### config.mk
export PLATFORM = sky130hd
export DESIGN_NAME = icache
export DESIGN_NICKNAME = d
export VERILOG_FILES = /design/src/rtl/icache_pkg.sv /design/src/rtl/plru_select.sv /design/src/rtl/tag_lookup.sv /design/src/rtl/line_refill.sv /design/src/rtl/icache_data_ram.sv /design/src/rtl/fetch_respond.sv /design/src/rtl/icache.sv
export SDC_FILE = /design/constraint.sdc
export NUM_CORES = 2
export LEC_CHECK = 0
export BUFFER_PORTS_ARGS = -buffer_cell sky130_fd_sc_hd__buf_2
export CAP_MARGIN = 20
export CORE_MARGIN = 2
export CORE_UTILIZATION = 45
export DETAILED_ROUTE_END_ITERATION = 8
export PLACE_DENSITY = 0.6
export SLEW_MARGIN = 20
export SYNTH_ARGS = -nofsm -noshare
export SYNTH_HDL_FRONTEND = slang
export SYNTH_SLANG_ARGS = --single-unit
### constraint.sdc
create_clock -name clk -period 9.1 [get_ports clk]
set_clock_uncertainty 0.2 [all_clocks]
set_input_delay 1.82 -clock clk [delete_from_list [all_inputs] [get_ports clk]]
set_output_delay 1.82 -clock clk [all_outputs]
set_load 0.03 [all_outputs]
### src/rtl/icache_pkg.sv
package icache_pkg;

    localparam int WORD_BITS   = 32;
    localparam int INDEX_BITS  = 2;
    localparam int OFFSET_BITS = 2;
    localparam int ALIGN_BITS  = 2;
    localparam int TAG_BITS    = WORD_BITS - INDEX_BITS - OFFSET_BITS - ALIGN_BITS;
    localparam int LINE_WORDS  = 2 ** OFFSET_BITS;

    typedef logic [TAG_BITS-1:0]    tag_t;
    typedef logic [INDEX_BITS-1:0]  index_t;
    typedef logic [OFFSET_BITS-1:0] offset_t;

    // byte address as seen by the fetch unit
    typedef struct packed {
        tag_t                  tag;
        index_t                index;
        offset_t               offset;
        logic [ALIGN_BITS-1:0] align;
    } addr_t;

    typedef struct packed {
        logic  req;
        addr_t addr;
    } ibus_req_t;

    typedef struct packed {
        logic                 addr_ok;
        logic                 data_ok;
        logic [WORD_BITS-1:0] data;
    } ibus_resp_t;

    // valid is held for the whole burst
    typedef struct packed {
        logic  valid;
        addr_t addr;
    } cbus_req_t;

    typedef struct packed {
        logic                 okay;
        logic                 last;
        logic [WORD_BITS-1:0] rdata;
    } cbus_resp_t;

    // what the refill stage tells the rest of the cache
    typedef struct packed {
        logic                  busy;
        tag_t                  tag;
        index_t                index;
        logic [LINE_WORDS-1:0] ready;
    } refill_state_t;

endpackage

### src/rtl/plru_select.sv
module plru_select #(
    parameter int  NUM_WAYS = 4,
    localparam int WAY_BITS = $clog2(NUM_WAYS)
) (
    input  logic [NUM_WAYS-2:0] tree,
    input  logic [WAY_BITS-1:0] touch_way,
    output logic [WAY_BITS-1:0] victim_way,
    output logic [NUM_WAYS-2:0] new_tree
);

    // heap layout, node n has children 2n+1 and 2n+2
    // a tree bit of 0 points the victim search to the left subtree
    always_comb begin
        int node;
        node = 0;
        for (int lvl = 0; lvl < WAY_BITS; lvl++) begin
            victim_way[WAY_BITS-1-lvl] = tree[node];
            node = 2 * node + 1 + int'(tree[node]);
        end
    end

    // every node on the touched path now points away from it
    always_comb begin
        int node;
        node = 0;
        new_tree = tree;
        for (int lvl = 0; lvl < WAY_BITS; lvl++) begin
            new_tree[node] = ~touch_way[WAY_BITS-1-lvl];
            node = 2 * node + 1 + int'(touch_way[WAY_BITS-1-lvl]);
        end
    end

endmodule

### src/rtl/tag_lookup.sv
module tag_lookup #(
    parameter int  NUM_WAYS = 4,
    localparam int WAY_BITS = $clog2(NUM_WAYS)
) (
    input  logic                clk,
    input  logic                resetn,
    input  icache_pkg::addr_t   addr,
    input  logic                accept_hit,
    input  logic                start_miss,
    output logic                hit,
    output logic [WAY_BITS-1:0] hit_way,
    output logic [WAY_BITS-1:0] victim_way
);
    import icache_pkg::*;

    localparam int NUM_SETS = 2 ** INDEX_BITS;

    logic [NUM_WAYS-1:0] valid_q [NUM_SETS];
    tag_t                tag_q   [NUM_SETS][NUM_WAYS];
    logic [NUM_WAYS-2:0] tree_q  [NUM_SETS];

    logic [NUM_WAYS-1:0] hit_bits;
    logic [WAY_BITS-1:0] touch_way;
    logic [NUM_WAYS-2:0] new_tree;

    // all ways of the set compared at once
    for (genvar w = 0; w < NUM_WAYS; w++) begin : g_cmp
        assign hit_bits[w] = valid_q[addr.index][w] && (tag_q[addr.index][w] == addr.tag);
    end

    assign hit = |hit_bits;

    // one-hot to way number
    always_comb begin
        hit_way = '0;
        for (int w = 0; w < NUM_WAYS; w++) begin
            if (hit_bits[w]) begin
                hit_way = hit_way | WAY_BITS'(w);
            end
        end
    end

    // a fresh install becomes most recently used
    assign touch_way = start_miss ? victim_way : hit_way;

    plru_select #(
        .NUM_WAYS(NUM_WAYS)
    ) u_plru (
        .tree      (tree_q[addr.index]),
        .touch_way (touch_way),
        .victim_way(victim_way),
        .new_tree  (new_tree)
    );

    always_ff @(posedge clk) begin
        if (resetn) begin
            for (int s = 0; s < NUM_SETS; s++) begin
                valid_q[s] <= '0;
                tree_q[s]  <= '0;
            end
        end else begin
            if (start_miss) begin
                valid_q[addr.index][victim_way] <= 1'b1;
            end
            if (start_miss || accept_hit) begin
                tree_q[addr.index] <= new_tree;
            end
        end
    end

    always_ff @(posedge clk) begin
        if (start_miss) begin
            tag_q[addr.index][victim_way] <= addr.tag;
        end
    end

    // installs only happen on a miss, so a set never holds a tag twice
    a_hit_onehot : assert property (@(posedge clk) disable iff (resetn) $onehot0(hit_bits));

endmodule

### src/rtl/line_refill.sv
module line_refill #(
    parameter int  NUM_WAYS = 4,
    localparam int WAY_BITS = $clog2(NUM_WAYS)
) (
    input  logic                             clk,
    input  logic                             resetn,
    input  logic                             start_miss,
    input  icache_pkg::addr_t                addr,
    input  logic [WAY_BITS-1:0]              victim_way,
    input  icache_pkg::cbus_resp_t           cbus_resp,
    output icache_pkg::cbus_req_t            cbus_req,
    output logic                             miss_avail,
    output icache_pkg::refill_state_t        state,
    output logic                             wr_en,
    output logic [WAY_BITS-1:0]              wr_way,
    output icache_pkg::offset_t              wr_offset,
    output logic [icache_pkg::WORD_BITS-1:0] wr_data
);
    import icache_pkg::*;

    logic                  busy_q;
    offset_t               count_q;
    logic [LINE_WORDS-1:0] ready_q;
    tag_t                  tag_q;
    index_t                index_q;
    logic [WAY_BITS-1:0]   way_q;
    logic                  last_beat;

    assign last_beat  = cbus_resp.okay && cbus_resp.last;
    // next miss may start in the cycle of the final beat
    assign miss_avail = !busy_q || last_beat;

    always_ff @(posedge clk) begin
        if (resetn) begin
            busy_q  <= 1'b0;
            count_q <= '0;
            ready_q <= '0;
        end else begin
            if (cbus_resp.okay) begin
                ready_q[count_q] <= 1'b1;
                count_q          <= count_q + 1'b1;
            end
            if (last_beat) begin
                busy_q <= 1'b0;
            end
            // a new burst always begins at word 0
            if (start_miss) begin
                busy_q  <= 1'b1;
                count_q <= '0;
                ready_q <= '0;
            end
        end
    end

    always_ff @(posedge clk) begin
        if (start_miss) begin
            tag_q   <= addr.tag;
            index_q <= addr.index;
            way_q   <= victim_way;
        end
    end

    assign cbus_req.valid       = busy_q;
    assign cbus_req.addr.tag    = tag_q;
    assign cbus_req.addr.index  = index_q;
    assign cbus_req.addr.offset = '0;
    assign cbus_req.addr.align  = '0;

    assign state.busy  = busy_q;
    assign state.tag   = tag_q;
    assign state.index = index_q;
    assign state.ready = ready_q;

    // each beat goes straight into the data array
    assign wr_en     = cbus_resp.okay && busy_q;
    assign wr_way    = way_q;
    assign wr_offset = count_q;
    assign wr_data   = cbus_resp.rdata;

    a_okay_busy : assert property (@(posedge clk) disable iff (resetn)
        cbus_resp.okay |-> busy_q);

    a_last_fourth : assert property (@(posedge clk) disable iff (resetn)
        cbus_resp.last |-> cbus_resp.okay && count_q == offset_t'(LINE_WORDS - 1));

endmodule

### src/rtl/icache_data_ram.sv
module icache_data_ram #(
    parameter int  NUM_WAYS = 4,
    localparam int WAY_BITS = $clog2(NUM_WAYS)
) (
    input  logic                             clk,
    input  logic [WAY_BITS-1:0]              rd_way,
    input  icache_pkg::index_t               rd_index,
    input  icache_pkg::offset_t              rd_offset,
    input  logic                             wr_en,
    input  logic [WAY_BITS-1:0]              wr_way,
    input  icache_pkg::index_t               wr_index,
    input  icache_pkg::offset_t              wr_offset,
    input  logic [icache_pkg::WORD_BITS-1:0] wr_data,
    output logic [icache_pkg::WORD_BITS-1:0] rd_data
);
    import icache_pkg::*;

    localparam int DEPTH = NUM_WAYS * (2 ** (INDEX_BITS + OFFSET_BITS));

    logic [WORD_BITS-1:0] mem [DEPTH];

    // read sees the old word when both ports hit the same entry
    always_ff @(posedge clk) begin
        rd_data <= mem[{rd_way, rd_index, rd_offset}];
        if (wr_en) begin
            mem[{wr_way, wr_index, wr_offset}] <= wr_data;
        end
    end

endmodule

### src/rtl/fetch_respond.sv
module fetch_respond #(
    parameter int  NUM_WAYS = 4,
    localparam int WAY_BITS = $clog2(NUM_WAYS)
) (
    input  logic                             clk,
    input  logic                             resetn,
    input  icache_pkg::ibus_req_t            ibus_req,
    input  logic                             hit,
    input  logic [WAY_BITS-1:0]              hit_way,
    input  logic                             miss_avail,
    input  icache_pkg::refill_state_t        state,
    input  logic [icache_pkg::WORD_BITS-1:0] rd_data,
    output icache_pkg::ibus_resp_t           ibus_resp,
    output logic                             accept_hit,
    output logic                             start_miss,
    output logic [WAY_BITS-1:0]              rd_way,
    output icache_pkg::index_t               rd_index,
    output icache_pkg::offset_t              rd_offset
);
    import icache_pkg::*;

    addr_t addr;
    logic  in_refill;
    logic  word_ready;
    logic  data_ok_q;

    assign addr = ibus_req.addr;

    // tag already installed, so the line hits before its words arrive
    assign in_refill  = state.busy && addr.tag == state.tag && addr.index == state.index;
    assign word_ready = !in_refill || state.ready[addr.offset];

    assign accept_hit = ibus_req.req && hit && word_ready;
    assign start_miss = ibus_req.req && !hit && miss_avail;

    assign rd_way    = hit_way;
    assign rd_index  = addr.index;
    assign rd_offset = addr.offset;

    // hit stage
    always_ff @(posedge clk) begin
        if (resetn) begin
            data_ok_q <= 1'b0;
        end else begin
            data_ok_q <= accept_hit;
        end
    end

    assign ibus_resp.addr_ok = accept_hit;
    assign ibus_resp.data_ok = data_ok_q;
    assign ibus_resp.data    = rd_data;

    // a waiting request keeps its address until addr_ok
    a_req_held : assert property (@(posedge clk) disable iff (resetn)
        ibus_req.req && !ibus_resp.addr_ok |=> ibus_req.req && $stable(ibus_req.addr));

endmodule

### src/rtl/icache.sv
module icache #(
    parameter int NUM_WAYS = 4
) (
    input  logic                   clk,
    input  logic                   resetn,
    input  icache_pkg::ibus_req_t  ibus_req,
    input  icache_pkg::cbus_resp_t cbus_resp,
    output icache_pkg::ibus_resp_t ibus_resp,
    output icache_pkg::cbus_req_t  cbus_req
);
    import icache_pkg::*;

    localparam int WAY_BITS = $clog2(NUM_WAYS);

    logic                 hit;
    logic [WAY_BITS-1:0]  hit_way;
    logic [WAY_BITS-1:0]  victim_way;
    logic                 accept_hit;
    logic                 start_miss;
    logic                 miss_avail;
    refill_state_t        state;
    logic                 wr_en;
    logic [WAY_BITS-1:0]  wr_way;
    offset_t              wr_offset;
    logic [WORD_BITS-1:0] wr_data;
    logic [WAY_BITS-1:0]  rd_way;
    index_t               rd_index;
    offset_t              rd_offset;
    logic [WORD_BITS-1:0] rd_data;

    tag_lookup #(
        .NUM_WAYS(NUM_WAYS)
    ) u_tag_lookup (
        .clk       (clk),
        .resetn    (resetn),
        .addr      (ibus_req.addr),
        .accept_hit(accept_hit),
        .start_miss(start_miss),
        .hit       (hit),
        .hit_way   (hit_way),
        .victim_way(victim_way)
    );

    line_refill #(
        .NUM_WAYS(NUM_WAYS)
    ) u_line_refill (
        .clk       (clk),
        .resetn    (resetn),
        .start_miss(start_miss),
        .addr      (ibus_req.addr),
        .victim_way(victim_way),
        .cbus_resp (cbus_resp),
        .cbus_req  (cbus_req),
        .miss_avail(miss_avail),
        .state     (state),
        .wr_en     (wr_en),
        .wr_way    (wr_way),
        .wr_offset (wr_offset),
        .wr_data   (wr_data)
    );

    // refill writes go to the set held in the refill state
    icache_data_ram #(
        .NUM_WAYS(NUM_WAYS)
    ) u_data_ram (
        .clk      (clk),
        .rd_way   (rd_way),
        .rd_index (rd_index),
        .rd_offset(rd_offset),
        .wr_en    (wr_en),
        .wr_way   (wr_way),
        .wr_index (state.index),
        .wr_offset(wr_offset),
        .wr_data  (wr_data),
        .rd_data  (rd_data)
    );

    fetch_respond #(
        .NUM_WAYS(NUM_WAYS)
    ) u_fetch_respond (
        .clk       (clk),
        .resetn    (resetn),
        .ibus_req  (ibus_req),
        .hit       (hit),
        .hit_way   (hit_way),
        .miss_avail(miss_avail),
        .state     (state),
        .rd_data   (rd_data),
        .ibus_resp (ibus_resp),
        .accept_hit(accept_hit),
        .start_miss(start_miss),
        .rd_way    (rd_way),
        .rd_index  (rd_index),
        .rd_offset (rd_offset)
    );

endmodule

==> results.yml <==
sta:
  maxSlewViolCount: 0
  rsz0062_at_grt: "false"
  fin_crit_sh_pct: 85.87
  holdWs_ns: 0.2690
  setup_tns_ns: 0
  max_slew_margin_pct: 26.84
  tightest_slew_ns: 1.094
  finalSetupViolations: 0
  fmax_mhz: 128.0
  hold_viol: 0
  period_needed_ns: 7.814
worst_setup_path:
  critPathMaxStageDelay_ns: 0.66
  crit_family: "buffers and inverters"
  worstSetupPathType: "input pin to primary output"
  crit_top_cell: "buf_4"
  crit_required_ns: 7.08
  critPathSlowestCell: "a2111oi_1"
  critPathMaxFanout: 74
  end_kind: "primary output"
  crit_chain: "buf_8 > buf_4 > mux4_2 > xor2_1 > a2111oi_1 > nand4b_1 > a31oi_1 > buf_4 > buf_2"
  crit_arrival_ns: 5.79
  critPathBufInv: 4
  worst_setup_path_start_kind: "input pin"
yosys:
  netlist.area_leader.share_pct: 76.51
  synth_area_leaders: "edfxtp_1, mux4_2, mux2i_1"
  synth-seq-area-share_pct: 77.32
  synthTopCellsByCount: "edfxtp_1, mux4_2, mux2i_1"
  synth_edf_count: 2522
  yosysUniqueCellTypes: 74
  yosysWarnings: 0
  yosysTopAreaCell: "edfxtp_1"
  synth_cells: 4235
  synth_most_common_cell: "edfxtp_1"
  synthesis.area_sq_um: 98980
  synth_seq_cells: 2562
  avgSynthCellArea_sq_um: 23.37
  synth_flop_cell: "edfxtp_1"
  ys_async_sr_fraction_pct: 0
final_layout:
  multi_input_area_sq_um: 21650
  drive_above_1_share_pct: 30.87
  instances_no_fill: 7596
  seqCellArea_sq_um: 76530
  nets: 4599
  n_fill_cell: 16922
  area_growth_pct: 13.54
route:
  antenna_left: 0
  wire_per_inst_microns: 31.34
  via_per_inst: 6.007
  drtIter0Drc: 4765
  dr.pass1.iters: 6
  post-route-drc-count: 0
  dr_total_vias: 45626
  routed_wl_mm: 238.0
cts:
  clk_pin_slew_ns: 0.06
  root_buffer: "clkbuf_16"
  cts.sink_count: 2562
  htree_levels: 5
  post-cts-setup-buffers: 0
  clk_path_buf_depth: 4
  cts_tree: "done"
  cts_hold_buffers: 0
  cts_made_buffers: 281
  post_cts_resized: 0
  clock_latency_ns: 0.92
placed_design:
  dp_hpwl_mm: 124.7
  dp_cells: 7114
  port_buffers: 129
  gp_congestion: 0.7709
hold_path:
  worstHoldPathType: "register to register"
power:
  p_seq_share_pct: 52.2
  vdd_drop_max_mv: 0.2391
  combPwrFrac_pct: 4.9
  clock_power_share_pct: 43.0
  p_int_mw: 19.93
  swShare_pct: 20.63
  power_switching_mw: 5.180
  power.density_nw_per_um2: 223.4
  leakage_nw: 34.79
floorplanning:
  start_util_pct: 45.18
  fp.coreArea_sq_um: 219100
  die-height_microns: 473.0
  die_w_microns: 473.0
  ios: 136
  fp.dieArea_sq_um: 223700
  rows: 172
global_routing:
  grt_max_degree: 131
  antenna_found_initial: 15
  grt_overflow_total: 0
  grt_pass1_vias: 46153
  grt_first_pass_wirelength_mm: 340.4
  grt_util_all_layers_pct: 21.39
job:
  max_cap_viol_count: 0
status:
  outcome: "finished clean"
==> metal layers <==
| metal | track usage (%) | vias to the layer above | share of wire (%) |
|---|---|---|---|
| met4 | 7.119 | 8 | 3.4 |
| met3 | 3.485 | 405 | 6.7 |
| li1 | - | 18532 | - |
| met5 | 0 | - | 0.019 |
| met2 | 33.54 | 1609 | 48 |
| met1 | 30.81 | 25072 | 42 |
==> cell families after synthesis <==
kind of cell,synth area share [%]
simple gates,1.316
mux,18.02
flops,77.32
xor+xnor,1.150
compound gates,0.7395
other cells,0.003789
fa+ha+maj,0.05057
buf+inv,1.394
==> registers in the layout, indices dropped and copies added (netlist names) <==
name / flops
u_data_ram.mem: 2048
u_tag_lookup.tag_q: 416
u_data_ram.rd_data: 32
u_line_refill.tag_q: 26
u_tag_lookup.valid_q: 16
u_tag_lookup.tree_q: 12
u_line_refill.ready_q: 4
u_line_refill.index_q: 2
u_line_refill.wr_offset: 2
u_line_refill.wr_way: 2
u_fetch_respond.data_ok_q: 1
u_line_refill.busy_q: 1
==> layout make-up <==
cell class	count	area share [%]
Timing Repair Buffer	266	1.667
Multi-Input combinational cell	1399	19.26
Clock buffer	355	6.752
Clock inverter	115	0.9330
Antenna cell	12	0.02672
Inverter	16	0.06012
Sequential cell	2562	68.10
Tap cell	2871	3.197
==> power groups by stage <==
stage / logic (mW) / clock network [mW] / registers, mW
after CTS: 1.23 / 11.0 / 13.1
after global placement: 1.21 / 0 / 13.3
after global routing: 1.30 / 11.4 / 13.1
after floorplan: 0.719 / 0 / 13.3
final: 1.22 / 10.8 / 13.1
after detailed placement: 1.23 / 0 / 13.4
==> worst register-to-register path, stage by stage, from the launching register on <==
cell and delay, ns:
edfxtp_1 0.37, mux4_2 0.47, xnor2_1 0.19, nand4_1 0.15
a2111oi_1 0.61, nand4b_1 0.43, nand2_8 0.68, buf_4 0.39
mux2i_1 0.52, mux2i_1 0.15
==> path summary, 6_finish.rpt <==
path	startpoint	end	slack [ns]	cells after the start
worst min register to register	u_line_refill.ready_q[2]	u_line_refill.ready_q[2]	0.27	2
worst max register to register	u_tag_lookup.tag_q[0][62]	u_data_ram.rd_data[26]	4.80	9
worst max-delay path	ibus_req[4]	ibus_resp[33]	1.29	9
worst min-delay path	u_line_refill.ready_q[2]	u_line_refill.ready_q[2]	0.27	2
==> per-stage QoR <==
stage          total power [mW]  area, sq um  setup slack [ns]  util (%)
2_1_floorplan             14.06        98990             2.559         -
3_3_place_gp              14.56       103600             1.246     47.31
3_5_place_dp              14.58       103600             1.190     47.31
4_1_cts                   25.33       112300             1.202     51.25
5_1_grt                   25.84       112400             1.081     51.29
6_report                  25.11       112400             1.286     51.30
==> placed cells by master (no fill, tap or decap), types with 8 or more instances in the layout <==
cell type	instances
edfxtp_1	2522
mux4_2	705
clkbuf_16	287
mux2i_1	185
buf_4	159
xnor2_1	99
buf_2	96
nor2_4	69
clkbuf_1	53
clkinv_1	44
clkinv_2	43
dfxtp_1	40
nand2_1	34
xor2_1	31
nor2_1	26
nor3_1	23
o21ai_0	21
bufinv_16	20
nand4_1	19
a21oi_1	16
clkbuf_8	16
nor4_1	15
inv_1	15
nand3_1	14
diode_2	12
nor3_2	10
nor2_2	8
(Power assumes the default switching activity.)
